===== config.mk =====
export PLATFORM = sky130hd
export DESIGN_NAME = rv_core
export DESIGN_NICKNAME = d
export VERILOG_FILES = /design/src/verilog/rv_core_pkg.sv /design/src/verilog/rv_isa_pkg.sv /design/src/verilog/rv_core.sv /design/src/verilog/rv_lsu.sv /design/src/verilog/rv_regfile.sv /design/src/verilog/rv_alu.sv /design/src/verilog/rv_decoder.sv
export SDC_FILE = /design/constraint.sdc
export NUM_CORES = 2
export LEC_CHECK = 0
export BUFFER_PORTS_ARGS = -buffer_cell sky130_fd_sc_hd__buf_4
export CELL_PAD_IN_SITES_DETAIL_PLACEMENT = 1
export CELL_PAD_IN_SITES_GLOBAL_PLACEMENT = 2
export CORE_AREA = 2 2 319 400
export DETAILED_ROUTE_END_ITERATION = 8
export DIE_AREA = 0 0 321 402
export HOLD_SLACK_MARGIN = 0.12
export PLACE_DENSITY = 0.84
export SLEW_MARGIN = 20
export SYNTH_ARGS = -nofsm -noshare
export SYNTH_HDL_FRONTEND = slang
export SYNTH_SLANG_ARGS = --single-unit
export TNS_END_PERCENT = 1

===== constraint.sdc =====
create_clock -name clk -period 44.2 [get_ports clk]
set_input_delay 13.26 -clock clk [delete_from_list [all_inputs] [get_ports clk]]
set_output_delay 13.26 -clock clk [all_outputs]
set_load 0.005 [all_outputs]

===== src/verilog/rv_core_pkg.sv =====
package rv_core_pkg;

  localparam int xlen = 32;

  localparam logic [31:0] reset_vector = 32'h8000_0000;

  typedef enum logic [3:0] {
    alu_add,
    alu_sub,
    alu_sll,
    alu_slt,
    alu_sltu,
    alu_xor,
    alu_srl,
    alu_sra,
    alu_or,
    alu_and,
    alu_pass_b // LUI
  } alu_op_e;

  typedef enum logic [2:0] {
    cmp_eq,
    cmp_ne,
    cmp_lt,
    cmp_ge,
    cmp_ltu,
    cmp_geu
  } cmp_op_e;

  // Same order as funct3[1:0] of loads and stores
  typedef enum logic [1:0] {
    mem_byte = 2'b00,
    mem_half = 2'b01,
    mem_word = 2'b10
  } mem_size_e;

  typedef enum logic [1:0] {
    wb_alu,
    wb_load,
    wb_pc_plus4
  } wb_sel_e;

endpackage


===== src/verilog/rv_isa_pkg.sv =====
package rv_isa_pkg;

  typedef enum logic [6:0] {
    opc_lui    = 7'b0110111,
    opc_auipc  = 7'b0010111,
    opc_jal    = 7'b1101111,
    opc_jalr   = 7'b1100111,
    opc_branch = 7'b1100011,
    opc_load   = 7'b0000011,
    opc_store  = 7'b0100011,
    opc_op_imm = 7'b0010011,
    opc_op     = 7'b0110011
  } opcode_e;

  localparam logic [2:0] f3_beq  = 3'b000;
  localparam logic [2:0] f3_bne  = 3'b001;
  localparam logic [2:0] f3_blt  = 3'b100;
  localparam logic [2:0] f3_bge  = 3'b101;
  localparam logic [2:0] f3_bltu = 3'b110;
  localparam logic [2:0] f3_bgeu = 3'b111;

  localparam logic [2:0] f3_lb  = 3'b000;
  localparam logic [2:0] f3_lh  = 3'b001;
  localparam logic [2:0] f3_lw  = 3'b010;
  localparam logic [2:0] f3_lbu = 3'b100;
  localparam logic [2:0] f3_lhu = 3'b101;

  localparam logic [2:0] f3_sb = 3'b000;
  localparam logic [2:0] f3_sh = 3'b001;
  localparam logic [2:0] f3_sw = 3'b010;

  localparam logic [2:0] f3_add  = 3'b000; // Also SUB and ADDI
  localparam logic [2:0] f3_sll  = 3'b001;
  localparam logic [2:0] f3_slt  = 3'b010;
  localparam logic [2:0] f3_sltu = 3'b011;
  localparam logic [2:0] f3_xor  = 3'b100;
  localparam logic [2:0] f3_srl  = 3'b101; // Also SRA
  localparam logic [2:0] f3_or   = 3'b110;
  localparam logic [2:0] f3_and  = 3'b111;

  localparam logic [6:0] funct7_base = 7'b0000000;
  localparam logic [6:0] funct7_alt  = 7'b0100000; // SUB, SRA, SRAI

  typedef enum logic [2:0] {
    imm_none,
    imm_i,
    imm_s,
    imm_b,
    imm_u,
    imm_j
  } imm_fmt_e;

endpackage

===== src/verilog/rv_core.sv =====
module rv_core (
  input  logic                         clk,
  input  logic                         rst,
  output logic [rv_core_pkg::xlen-1:0] pc,
  input  logic [31:0]                  instr,
  output logic                         dmem_en,
  output logic                         dmem_we,
  output logic [31:0]                  dmem_addr,
  output logic [3:0]                   dmem_wmask,
  output logic [31:0]                  dmem_wdata,
  input  logic [31:0]                  dmem_rdata
);
  import rv_core_pkg::*;

  logic [4:0]      rs1;
  logic [4:0]      rs2;
  logic [4:0]      rd;
  logic [xlen-1:0] imm;
  alu_op_e         alu_op;
  cmp_op_e         cmp_op;
  logic            a_is_pc;
  logic            b_is_imm;
  logic            reg_we;
  logic            is_branch;
  logic            is_jal;
  logic            is_jalr;
  logic            mem_read;
  logic            mem_write;
  logic            mem_unsigned;
  mem_size_e       mem_size;
  wb_sel_e         wb_sel;
  logic [xlen-1:0] rs1_data;
  logic [xlen-1:0] rs2_data;
  logic [xlen-1:0] op_a;
  logic [xlen-1:0] op_b;
  logic [xlen-1:0] alu_result;
  logic            cmp_true;
  logic [xlen-1:0] load_data;
  logic [xlen-1:0] wb_data;
  logic [xlen-1:0] pc_plus4;
  logic [xlen-1:0] pc_target;
  logic [xlen-1:0] pc_next;

  rv_decoder u_decoder (
    .instr(instr), .rs1(rs1), .rs2(rs2), .rd(rd), .imm(imm),
    .alu_op(alu_op), .cmp_op(cmp_op), .a_is_pc(a_is_pc), .b_is_imm(b_is_imm),
    .reg_we(reg_we), .is_branch(is_branch), .is_jal(is_jal), .is_jalr(is_jalr),
    .mem_read(mem_read), .mem_write(mem_write), .mem_unsigned(mem_unsigned),
    .mem_size(mem_size), .wb_sel(wb_sel)
  );

  rv_regfile u_regfile (
    .clk(clk), .raddr1(rs1), .raddr2(rs2), .rdata1(rs1_data), .rdata2(rs2_data),
    .waddr(rd), .wdata(wb_data), .we(reg_we & ~rst)
  );

  assign op_a = a_is_pc ? pc : rs1_data;
  assign op_b = b_is_imm ? imm : rs2_data;

  rv_alu u_alu (
    .op_a(op_a), .op_b(op_b), .alu_op(alu_op), .cmp_op(cmp_op),
    .result(alu_result), .cmp_true(cmp_true)
  );

  rv_lsu u_lsu (
    .addr(alu_result), .store_data(rs2_data),
    .mem_read(mem_read & ~rst), .mem_write(mem_write & ~rst),
    .mem_unsigned(mem_unsigned), .mem_size(mem_size),
    .dmem_en(dmem_en), .dmem_we(dmem_we), .dmem_addr(dmem_addr),
    .dmem_wmask(dmem_wmask), .dmem_wdata(dmem_wdata), .dmem_rdata(dmem_rdata),
    .load_data(load_data)
  );

  always_comb begin
    case (wb_sel)
      wb_load:     wb_data = load_data;
      wb_pc_plus4: wb_data = pc_plus4; // Link value
      default:     wb_data = alu_result;
    endcase
  end

  assign pc_plus4  = pc + 32'd4;
  assign pc_target = pc + imm; // JAL and taken branches

  always_comb begin
    if (is_jalr) pc_next = {alu_result[xlen-1:1], 1'b0};
    else if (is_jal || (is_branch && cmp_true)) pc_next = pc_target;
    else pc_next = pc_plus4;
  end

  always_ff @(posedge clk) begin
    if (rst) begin
      pc <= reset_vector;
    end else begin
      pc <= pc_next;
    end
  end

endmodule


===== src/verilog/rv_lsu.sv =====
module rv_lsu (
  input  logic [rv_core_pkg::xlen-1:0] addr,
  input  logic [rv_core_pkg::xlen-1:0] store_data,
  input  logic                         mem_read,
  input  logic                         mem_write,
  input  logic                         mem_unsigned,
  input  rv_core_pkg::mem_size_e       mem_size,
  output logic                         dmem_en,
  output logic                         dmem_we,
  output logic [31:0]                  dmem_addr,
  output logic [3:0]                   dmem_wmask,
  output logic [31:0]                  dmem_wdata,
  input  logic [31:0]                  dmem_rdata,
  output logic [31:0]                  load_data
);
  import rv_core_pkg::*;

  logic [1:0]      offset;
  logic [3:0]      size_mask;
  logic [xlen-1:0] lane_data;

  assign offset    = addr[1:0];
  assign dmem_en   = mem_read | mem_write;
  assign dmem_we   = mem_write;
  assign dmem_addr = {addr[xlen-1:2], 2'b00}; // Word aligned

  always_comb begin
    case (mem_size)
      mem_byte: size_mask = 4'b0001;
      mem_half: size_mask = 4'b0011;
      default:  size_mask = 4'b1111;
    endcase
  end

  assign dmem_wmask = mem_write ? (size_mask << offset) : 4'b0000;
  assign dmem_wdata = store_data << {offset, 3'b000}; // Into byte lanes

  // Addressed byte or half moved down to bit 0
  assign lane_data = dmem_rdata >> {offset, 3'b000};

  always_comb begin
    case (mem_size)
      mem_byte: begin
        if (mem_unsigned) load_data = {24'b0, lane_data[7:0]};
        else load_data = {{24{lane_data[7]}}, lane_data[7:0]};
      end
      mem_half: begin
        if (mem_unsigned) load_data = {16'b0, lane_data[15:0]};
        else load_data = {{16{lane_data[15]}}, lane_data[15:0]};
      end
      default: load_data = dmem_rdata;
    endcase
  end

endmodule


===== src/verilog/rv_regfile.sv =====
module rv_regfile (
  input  logic                         clk,
  input  logic [4:0]                   raddr1,
  input  logic [4:0]                   raddr2,
  output logic [rv_core_pkg::xlen-1:0] rdata1,
  output logic [rv_core_pkg::xlen-1:0] rdata2,
  input  logic [4:0]                   waddr,
  input  logic [rv_core_pkg::xlen-1:0] wdata,
  input  logic                         we
);
  import rv_core_pkg::*;

  logic [xlen-1:0] regs [32];

  always_ff @(posedge clk) begin
    if (we && waddr != 5'd0) begin
      regs[waddr] <= wdata;
    end
  end

  // x0 reads as zero
  assign rdata1 = (raddr1 == 5'd0) ? '0 : regs[raddr1];
  assign rdata2 = (raddr2 == 5'd0) ? '0 : regs[raddr2];

endmodule


===== src/verilog/rv_alu.sv =====
module rv_alu (
  input  logic [rv_core_pkg::xlen-1:0] op_a,
  input  logic [rv_core_pkg::xlen-1:0] op_b,
  input  rv_core_pkg::alu_op_e         alu_op,
  input  rv_core_pkg::cmp_op_e         cmp_op,
  output logic [rv_core_pkg::xlen-1:0] result,
  output logic                         cmp_true
);
  import rv_core_pkg::*;

  logic [4:0] shamt;
  logic       eq;
  logic       lt_s;
  logic       lt_u;

  assign shamt = op_b[4:0];
  assign eq    = (op_a == op_b);
  assign lt_s  = ($signed(op_a) < $signed(op_b));
  assign lt_u  = (op_a < op_b);

  always_comb begin
    case (alu_op)
      alu_add:  result = op_a + op_b;
      alu_sub:  result = op_a - op_b;
      alu_sll:  result = op_a << shamt;
      alu_slt:  result = {{(xlen-1){1'b0}}, lt_s};
      alu_sltu: result = {{(xlen-1){1'b0}}, lt_u};
      alu_xor:  result = op_a ^ op_b;
      alu_srl:  result = op_a >> shamt;
      alu_sra:  result = $signed(op_a) >>> shamt;
      alu_or:   result = op_a | op_b;
      alu_and:  result = op_a & op_b;
      default:  result = op_b; // PASS_B for LUI
    endcase
  end

  // Branch outcome on the same operands
  always_comb begin
    case (cmp_op)
      cmp_eq:  cmp_true = eq;
      cmp_ne:  cmp_true = !eq;
      cmp_lt:  cmp_true = lt_s;
      cmp_ge:  cmp_true = !lt_s;
      cmp_ltu: cmp_true = lt_u;
      cmp_geu: cmp_true = !lt_u;
      default: cmp_true = 1'b0;
    endcase
  end

endmodule


===== src/verilog/rv_decoder.sv =====
module rv_decoder (
  input  logic [31:0]                  instr,
  output logic [4:0]                   rs1,
  output logic [4:0]                   rs2,
  output logic [4:0]                   rd,
  output logic [rv_core_pkg::xlen-1:0] imm,
  output rv_core_pkg::alu_op_e         alu_op,
  output rv_core_pkg::cmp_op_e         cmp_op,
  output logic                         a_is_pc,
  output logic                         b_is_imm,
  output logic                         reg_we,
  output logic                         is_branch,
  output logic                         is_jal,
  output logic                         is_jalr,
  output logic                         mem_read,
  output logic                         mem_write,
  output logic                         mem_unsigned,
  output rv_core_pkg::mem_size_e       mem_size,
  output rv_core_pkg::wb_sel_e         wb_sel
);
  import rv_isa_pkg::*;
  import rv_core_pkg::*;

  opcode_e    opcode;
  logic [2:0] funct3;
  logic [6:0] funct7;
  logic       legal;
  logic       rd_write;
  imm_fmt_e   fmt;

  assign opcode = opcode_e'(instr[6:0]);
  assign funct3 = instr[14:12];
  assign funct7 = instr[31:25];
  assign rs1    = instr[19:15];
  assign rs2    = instr[24:20];
  assign rd     = instr[11:7];

  assign reg_we = rd_write && (rd != 5'd0); // x0 never written

  always_comb begin
    legal        = 1'b1;
    rd_write     = 1'b0;
    fmt          = imm_none;
    alu_op       = alu_add;
    cmp_op       = cmp_eq;
    a_is_pc      = 1'b0;
    b_is_imm     = 1'b0;
    is_branch    = 1'b0;
    is_jal       = 1'b0;
    is_jalr      = 1'b0;
    mem_read     = 1'b0;
    mem_write    = 1'b0;
    mem_unsigned = 1'b0;
    mem_size     = mem_word;
    wb_sel       = wb_alu;
    case (opcode)
      opc_lui: begin
        rd_write = 1'b1;
        fmt      = imm_u;
        b_is_imm = 1'b1;
        alu_op   = alu_pass_b;
      end
      opc_auipc: begin
        rd_write = 1'b1;
        fmt      = imm_u;
        a_is_pc  = 1'b1;
        b_is_imm = 1'b1;
      end
      opc_jal: begin
        rd_write = 1'b1;
        fmt      = imm_j;
        is_jal   = 1'b1;
        wb_sel   = wb_pc_plus4;
      end
      opc_jalr: begin
        rd_write = 1'b1;
        fmt      = imm_i;
        b_is_imm = 1'b1; // Target from the ALU sum
        is_jalr  = 1'b1;
        wb_sel   = wb_pc_plus4;
        legal    = (funct3 == 3'b000);
      end
      opc_branch: begin
        fmt       = imm_b;
        is_branch = 1'b1;
        case (funct3)
          f3_beq:  cmp_op = cmp_eq;
          f3_bne:  cmp_op = cmp_ne;
          f3_blt:  cmp_op = cmp_lt;
          f3_bge:  cmp_op = cmp_ge;
          f3_bltu: cmp_op = cmp_ltu;
          f3_bgeu: cmp_op = cmp_geu;
          default: legal = 1'b0;
        endcase
      end
      opc_load: begin
        rd_write     = 1'b1;
        fmt          = imm_i;
        b_is_imm     = 1'b1;
        mem_read     = 1'b1;
        wb_sel       = wb_load;
        mem_size     = mem_size_e'(funct3[1:0]);
        mem_unsigned = funct3[2];
        legal = (funct3 == f3_lb) || (funct3 == f3_lh) || (funct3 == f3_lw) ||
                (funct3 == f3_lbu) || (funct3 == f3_lhu);
      end
      opc_store: begin
        fmt       = imm_s;
        b_is_imm  = 1'b1;
        mem_write = 1'b1;
        mem_size  = mem_size_e'(funct3[1:0]);
        legal = (funct3 == f3_sb) || (funct3 == f3_sh) || (funct3 == f3_sw);
      end
      opc_op_imm, opc_op: begin
        rd_write = 1'b1;
        if (opcode == opc_op_imm) begin
          fmt      = imm_i;
          b_is_imm = 1'b1;
        end
        case (funct3)
          f3_add: begin
            if (opcode == opc_op && funct7 == funct7_alt) alu_op = alu_sub;
            else alu_op = alu_add;
          end
          f3_sll:  alu_op = alu_sll;
          f3_slt:  alu_op = alu_slt;
          f3_sltu: alu_op = alu_sltu;
          f3_xor:  alu_op = alu_xor;
          f3_srl: begin
            if (funct7 == funct7_alt) alu_op = alu_sra;
            else alu_op = alu_srl;
          end
          f3_or:   alu_op = alu_or;
          f3_and:  alu_op = alu_and;
        endcase
        // funct7 is part of the immediate except for shifts
        if (opcode == opc_op || funct3 == f3_sll || funct3 == f3_srl) begin
          legal = (funct7 == funct7_base) ||
                  (funct7 == funct7_alt && (funct3 == f3_srl ||
                   (funct3 == f3_add && opcode == opc_op)));
        end
      end
      default: legal = 1'b0;
    endcase
    if (!legal) begin // Executes as a no-op
      rd_write  = 1'b0;
      is_branch = 1'b0;
      is_jal    = 1'b0;
      is_jalr   = 1'b0;
      mem_read  = 1'b0;
      mem_write = 1'b0;
    end
  end

  always_comb begin
    case (fmt)
      imm_i:   imm = {{20{instr[31]}}, instr[31:20]};
      imm_s:   imm = {{20{instr[31]}}, instr[31:25], instr[11:7]};
      imm_b:   imm = {{19{instr[31]}}, instr[31], instr[7], instr[30:25], instr[11:8], 1'b0};
      imm_u:   imm = {instr[31:12], 12'b0};
      imm_j:   imm = {{11{instr[31]}}, instr[31], instr[19:12], instr[20], instr[30:21], 1'b0};
      default: imm = '0;
    endcase
  end

endmodule


[Word level (Yosys, flattened, before mapping)]
Memories as Yosys holds them, arrays and structs flattened.
Index checks and enable logic that the tools add are counted.
Word-level totals
  memory bits (writable): 1024
  memory bits (read-only): 0
  latch bits: 0
  input port bits: 66
  register bits after elaboration: 32
  word-level logic and storage cells: 145
  memories: 1
  output and inout bits: 102
Memories
  u_regfile.regs: depth 32, bits a word 32, read ports 2, clocked after Yosys merged registers in 0, write ports 1, line rv_regfile.sv:13  | logic [xlen-1:0] regs [32];
Operators by class
  order comparisons: 2
  add/sub/neg operators: 4
  div/mod/pow operators: 0
  eq/ne operators: 40
  bitwise gates (word level): 8
  multiplexer cells: 46
  multipliers: 0
  shift operators: 6
  reductions and logical operators: 36
Operator list (count)
  $pmux W32 S10: 1
  $mux W32: 8
  $pmux W32 S5: 1
  $pmux W32 S2: 2
  $add A32 B32 Y32: 2
  $lt A32 B32 Y1: 2
  $shl A32 B5 Y32: 2
  $add A32 B3 Y32 const B: 1
  $and A32 B32 Y32: 1
  $eq A32 B32 Y1: 1
  $or A32 B32 Y32: 1
  $pmux W4 S8: 1
  $shr A32 B5 Y16: 1
  $shr A32 B5 Y32: 1
  $sshr A32 B5 Y32: 1
  $sub A32 B32 Y32: 1
  $xor A32 B32 Y32: 1
  $eq A7 B6 Y1 const B: 4
  $eq A3 B3 Y1 const B: 8
  $mux W1: 22
  $eq A7 B7 Y1 const B: 3
  $eq A3 B2 Y1 const B: 6
  $pmux W3 S6: 1
  $eq A4 B3 Y1 const B: 4
  other kinds (34): 66

[Depth between registers and ports, before layout]
  word-level depth: 13
  mapped depth: 33
  gate-level depth less buffers: 23

[By module]
Synthesis repeated with hierarchy kept, for this count alone.
Unflattened totals
  cell total of the unflattened synthesis: 4972
  area total of the unflattened synthesis: 64271.6 sq um
Modules (own cells, without submodules)
  rv_regfile: cells an instance 2564, area each 47904.7 sq um, times used 1
  rv_alu: cells an instance 1351, area each 8924.8 sq um, times used 1
  rv_core: cells an instance 658, area each 4921.0 sq um, times used 1
  rv_lsu: cells an instance 243, area each 1604.0 sq um, times used 1
  rv_decoder: cells an instance 156, area each 917.1 sq um, times used 1

[Worst setup path after synthesis]
No wires, ideal clock.
  path type: input-to-output
  start: in instr[20]
  end: out dmem_wdata[2]
  buffers on the path: 12
  slack: 10.118 ns
  required time: 30.940 ns
  data arrival time: 20.822 ns
  stages: 31
  path through: buf_6 -> buf_6 -> buf_4 -> buf_4 -> buf_2 -> buf_2 -> buf_2 -> buf_2 -> buf_1 -> mux4_2 -> mux4_2 -> mux2i_1 -> nor2_1 -> nand2_1 -> nand2_1 -> ha_1 -> clkbuf_1 -> and3b_1 -> a221o_1 -> a21o_1 -> a221oi_2 -> o311ai_2 -> a21o_1 -> a221oi_1 -> xor2_1 -> a311o_1 -> o21ai_1 -> buf_2 -> clkbuf_1 -> nand2_1 -> nor3_1
Between the ends
  cells in the longest elaborated chain, start to end: 6
  elaborated cells between the ends (all ways): 17
  classes of those cells: 2 x add/sub; 2 x order compare; 4 x shift; 4 x mux; 3 x bitwise; 1 x reduce/logical; 1 x memory
Ends and longest elaborated chain
  start, declared: line rv_core.sv:5  | input logic [31:0] instr,
  $mem_v2 Z32 W32 or $logic_not A5 Y1 (tied branches)
  $mux W32: line rv_regfile.sv:23  | assign rdata2 = (raddr2 == 5'd0) ? '0 : regs[raddr2];
  $mux W32: line rv_core.sv:58  | assign op_b = b_is_imm ? imm : rs2_data;
  $sub A32 B32 Y32, or another cell as far along: line rv_alu.sv:24  | alu_sub: result = op_a - op_b;
  $pmux W32 S10: line rv_alu.sv:22  | case (alu_op)
  $shl A32 B5 Y32 *: line rv_lsu.sv:36  | assign dmem_wdata = store_data << {offset, 3'b000};
  end, declared: line rv_core.sv:10  | output logic [31:0] dmem_wdata,
Mark *: on every way between the ends. The rest lies on a longest branch, timed or not.

[Final worst setup path]
  start: in instr[20]
  end: out dmem_wdata[26]
The elaborated chain is that of the path after synthesis.

==> metrics.md <==
| Metric | Value |
|---|---|
| Antenna violations before repair | `27` |
| Setup repair after global routing missed its margin | `no` |
| Detailed-route wire length per cell | `about 45 um` |
| Least-Margin Pin Slew | `1.26 ns` |
| Net total in the final layout | `just under 5,000` |
| Total via count in the routed design | `just under 50,000` |
| Root buffer cell | `sky130_fd_sc_hd__clkbuf_16` |
| DRT Wirelength | `about 300,000 um` |
| Total global routing track utilization | `0.453` |
| Setup TNS | `0 ns` |
| R2R setup slack | `about 34 ns` |
| Sequential cell area fraction in the yosys report | `0.504` |
| Die footprint | `between 0.1 and 0.15 mm2` |
| Core Util, Final | `0.552` |
| Setup crit end kind | `primary output` |
| Power Dens Cells | `roughly 43 mW/mm2` |
| Post-synth cell types | `about 100` |
| Post-synthesis register bit count | `~1,100` |
| Static Leakage | `between 0.02 and 0.025 uW` |
| Total I/O pin count | `168` |
| Final setup violation count | `0` |
| Skew-Pair Late Insertion Delay | `0.74 ns` |
| Number of setup buffers added after CTS | `0` |
| Post-cts resize count | `0` |
| Area of the mapped netlist | `~0.062 mm2` |
| Chip Width | `roughly 320 um` |
| Clock Tree Buf Depth | `3` |
| Count of placed standard cells in the final layout, fillers left out | `around 6,400` |
| Number of remaining DRC errors | `0` |
| Depth of the worst register-to-register path | `23` |
| DIE HEIGHT | `402 um` |
| Clock Skew | `0.0451 ns` |
| Number of flops mapped to enable cells by yosys | `slightly above 1,000` |
| Leading post-synthesis cells by cell area | `sky130_fd_sc_hd__edfxtp_1 49%, sky130_fd_sc_hd__mux4_2 18%, sky130_fd_sc_hd__mux2i_1 4.5%, sky130_fd_sc_hd__ha_1 2.7%, sky130_fd_sc_hd__a21oi_1 2.0%` |
| Type of the tightest min-delay check | `reg2reg` |
| Result of the run | `complete, no violations` |
| Global-route congestion overflow total | `0` |
| Hold-critical path depth | `2` |
| Synth warn | `0` |
| Count leader, synth | `sky130_fd_sc_hd__edfxtp_1` |
| FP Rows | `around 150` |
| Max rail drop VDD | `around 0.038 mV` |
| Least setup slack across all paths after layout | `8.14 ns` |
| Startpoint of the lowest-slack register-to-register path | `u_regfile.regs[27][2]$_DFFE_PP_` |
| Data arrival time at the worst-slack endpoint | `22.80 ns` |
| Tmin final | `roughly 36 ns` |
| Placed wire-length estimate | `~200,000 um` |
| Pin count of the biggest net entering global routing | `about 100` |
| Final max-slew violation count | `0` |
| Signed area change from the synthesized netlist to the final layout | `11.5%` |
| Synth Instances | `between 4,000 and 5,000` |
| # clock sinks | `~1,100` |
| Hold Startpoint | `pc[1]$_SDFFE_PP0P_` |
| Effective utilization at floorplan | `0.495` |
| Share of the clock period used by the worst path | `0.816` |
| Critical path required time | `30.94 ns` |
| Worst R2R End | `u_regfile.regs[9][23]$_DFFE_PP_` |
| Pre-Repair DR Iteration Count | `7` |
| Post-synthesis async set-or-reset flop share | `0` |
| Number of design-rule violations left by the first detailed-router iteration | `roughly 6,800` |
| Worst Setup Slack post-DPL | `approximately 8.4 ns` |
| Number of nets with antenna violations after detailed routing | `0` |
| Global-route wire length before repair | `between 400,000 and 500,000 um` |
| Max-Cap Viols | `0` |
| Filler cell count in the final layout | `roughly 12,000` |
| CTS H-Tree Depth | `3` |
| Top cells by instance count after synthesis | `1,024 x sky130_fd_sc_hd__edfxtp_1, 487 x sky130_fd_sc_hd__mux4_2, 281 x sky130_fd_sc_hd__mux2i_1, 273 x sky130_fd_sc_hd__nand2_1, 250 x sky130_fd_sc_hd__a21oi_1` |
| Core area | `between 0.1 and 0.15 mm2` |
| TritonCTS clock tree | `built` |
| Final weighted congestion in routability-driven placement | `~1.1` |
| Hold-fix buffers at CTS | `0` |
| Min-Delay Endpoint | `pc[1]$_SDFFE_PP0P_` |
| Max-slew headroom | `0.143` |
| TritonCTS Buffers | `100` |
| Vias in the first global route | `roughly 50,000` |
| Port Buf Inserts | `between 150 and 200` |
| Fraction of layout cells with a size suffix above 1 | `0.249` |
| Inst Count DP | `between 6,000 and 7,000` |
| Via count normalized by instance count | `7.62` |
| Final Hold Viols | `0` |
| Highest clock rate | `roughly 28 MHz` |
| Startpoint type of the worst setup path | `input port` |
| Cell type contributing the most total cell area after synthesis | `sky130_fd_sc_hd__edfxtp_1` |
| Avg Cell Area, Syn | `about 14 um2` |
| Clock-pin transition on the worst setup and hold timing paths | `~0.070 ns` |
| Primary FF master, synth | `sky130_fd_sc_hd__edfxtp_1` |
| Top cell type's share of synthesized area | `0.494` |
| Largest fanout on the critical path | `97` |
| Kind of critical path | `in2out` |
-- registers in the layout, indices dropped and copies added, names as in the netlist, named ones only --
signal and flops:
pc 31, u_regfile.regs 1024
-- layer usage --
metal,up-vias,share of wire,GRT usage
met1,25000,0.32,0.524
met5,-,0.00025,0
met2,3970,0.45,0.688
met4,12,0.11,0.398
li1,18800,-,-
met3,1256,0.12,0.132
-- power breakdown --
part | leakage [uW] | switching, uW | internal, uW
clock network | 0.00158 | 408 | 471
logic | 0.0132 | 612 | 261
registers | 0.00943 | 6.11 | 1240
-- worst max path at each step --
stage / startpoint / to / slack (ns) / cells after the start
detailed placement: instr[16] / dmem_wdata[26] / 8.42 / 23
global route: instr[20] / dmem_wdata[26] / 7.91 / 22
floorplan: instr[20] / dmem_wdata[2] / 10.12 / 31
finish: instr[20] / dmem_wdata[26] / 8.14 / 21
CTS: instr[16] / dmem_wdata[26] / 8.37 / 23
global placement: instr[16] / dmem_wdata[26] / 8.46 / 23
-- worst max-delay path, cell delays in order --
cell and delay (ns):
sky130_fd_sc_hd__buf_8 0.57, sky130_fd_sc_hd__buf_12 0.65, sky130_fd_sc_hd__buf_4 0.78, sky130_fd_sc_hd__buf_4 0.78, sky130_fd_sc_hd__mux4_2 0.60, sky130_fd_sc_hd__mux4_2 0.49, sky130_fd_sc_hd__mux2i_1 0.19, sky130_fd_sc_hd__buf_4 0.26
sky130_fd_sc_hd__nor3_1 0.07, sky130_fd_sc_hd__a21oi_1 0.41, sky130_fd_sc_hd__ha_1 0.45, sky130_fd_sc_hd__nand4_1 0.88, sky130_fd_sc_hd__nor2_1 0.11, sky130_fd_sc_hd__a221oi_1 0.58, sky130_fd_sc_hd__xor2_1 0.27, sky130_fd_sc_hd__a311o_1 0.26
sky130_fd_sc_hd__o21a_2 0.90, sky130_fd_sc_hd__nor2_1 0.07, sky130_fd_sc_hd__a21oi_1 0.50, sky130_fd_sc_hd__o21ai_0 0.20, sky130_fd_sc_hd__buf_4 0.19
-- cell type report --
class                           count  area (um2)  share of cell area
Timing Repair Buffer              361        2780              0.0401
Clock buffer                      120        2600              0.0375
Multi-Input combinational cell   3063       29400               0.424
Antenna cell                       15        37.5            0.000541
Sequential cell                  1056       31400               0.452
Inverter                          130         488             0.00703
Clock inverter                     65         626             0.00902
Tap cell                         1628        2040              0.0294
-- stage by stage --
step	total power [uW]	cell area (um2)	hold slack (ns)
floorplan	1710	62400	0.551
global placement	2080	65900	0.774
detailed placement	2090	66000	0.776
CTS	2960	69200	0.786
global route	3060	69300	0.844
finish	3000	69400	0.816
-- cells in the final DEF (no fill, tap or decap), types with 17 or more instances in the layout --
cell type / Yosys / final
sky130_fd_sc_hd__edfxtp_1: 1024 / 1024
sky130_fd_sc_hd__mux4_2: 487 / 487
sky130_fd_sc_hd__buf_4: 22 / 350
sky130_fd_sc_hd__mux2i_1: 281 / 277
sky130_fd_sc_hd__nand2_1: 273 / 271
sky130_fd_sc_hd__a21oi_1: 250 / 244
sky130_fd_sc_hd__nor2_1: 241 / 213
sky130_fd_sc_hd__o21ai_0: 200 / 191
sky130_fd_sc_hd__ha_1: 132 / 132
sky130_fd_sc_hd__inv_1: 127 / 125
sky130_fd_sc_hd__nand3_1: 112 / 111
sky130_fd_sc_hd__clkbuf_16: 0 / 101
sky130_fd_sc_hd__a22oi_1: 70 / 67
sky130_fd_sc_hd__o221ai_1: 73 / 66
sky130_fd_sc_hd__nor3_1: 63 / 52
sky130_fd_sc_hd__a22o_1: 52 / 52
sky130_fd_sc_hd__a211o_1: 52 / 52
sky130_fd_sc_hd__xnor2_1: 49 / 49
sky130_fd_sc_hd__mux2_2: 48 / 48
sky130_fd_sc_hd__a21o_1: 40 / 39
sky130_fd_sc_hd__a211oi_1: 38 / 37
sky130_fd_sc_hd__o211ai_1: 35 / 35
sky130_fd_sc_hd__conb_1: 1 / 34
sky130_fd_sc_hd__dfxtp_1: 32 / 32
sky130_fd_sc_hd__and3_1: 31 / 31
sky130_fd_sc_hd__o22ai_1: 29 / 29
sky130_fd_sc_hd__nor2_4: 0 / 26
sky130_fd_sc_hd__xor2_1: 26 / 26
sky130_fd_sc_hd__and2_1: 25 / 23
sky130_fd_sc_hd__a32oi_1: 23 / 23
sky130_fd_sc_hd__nand4_1: 23 / 23
sky130_fd_sc_hd__nand2b_1: 22 / 22
sky130_fd_sc_hd__or3_1: 22 / 21
sky130_fd_sc_hd__clkinv_2: 0 / 21
sky130_fd_sc_hd__nor2b_1: 21 / 19
sky130_fd_sc_hd__a221oi_1: 22 / 19
sky130_fd_sc_hd__clkbuf_1: 208 / 19
sky130_fd_sc_hd__o31ai_1: 18 / 18
sky130_fd_sc_hd__a31oi_1: 20 / 17
-- cells by family (layout without fill, tap and decap cells) --
logic type      after synthesis  after routing  share of synthesized area
compound gates             1098           1098                      0.123
flops                      1056           1056                      0.504
simple gates                900            900                     0.0679
mux                         821            821                      0.231
buf+inv                     489            676                     0.0353
fa+ha+maj                   135            135                     0.0275
xor+xnor                     75             75                     0.0106
other cells                   1             49                  0.0000603
Note: power is estimated with default switching activity, not from simulation.
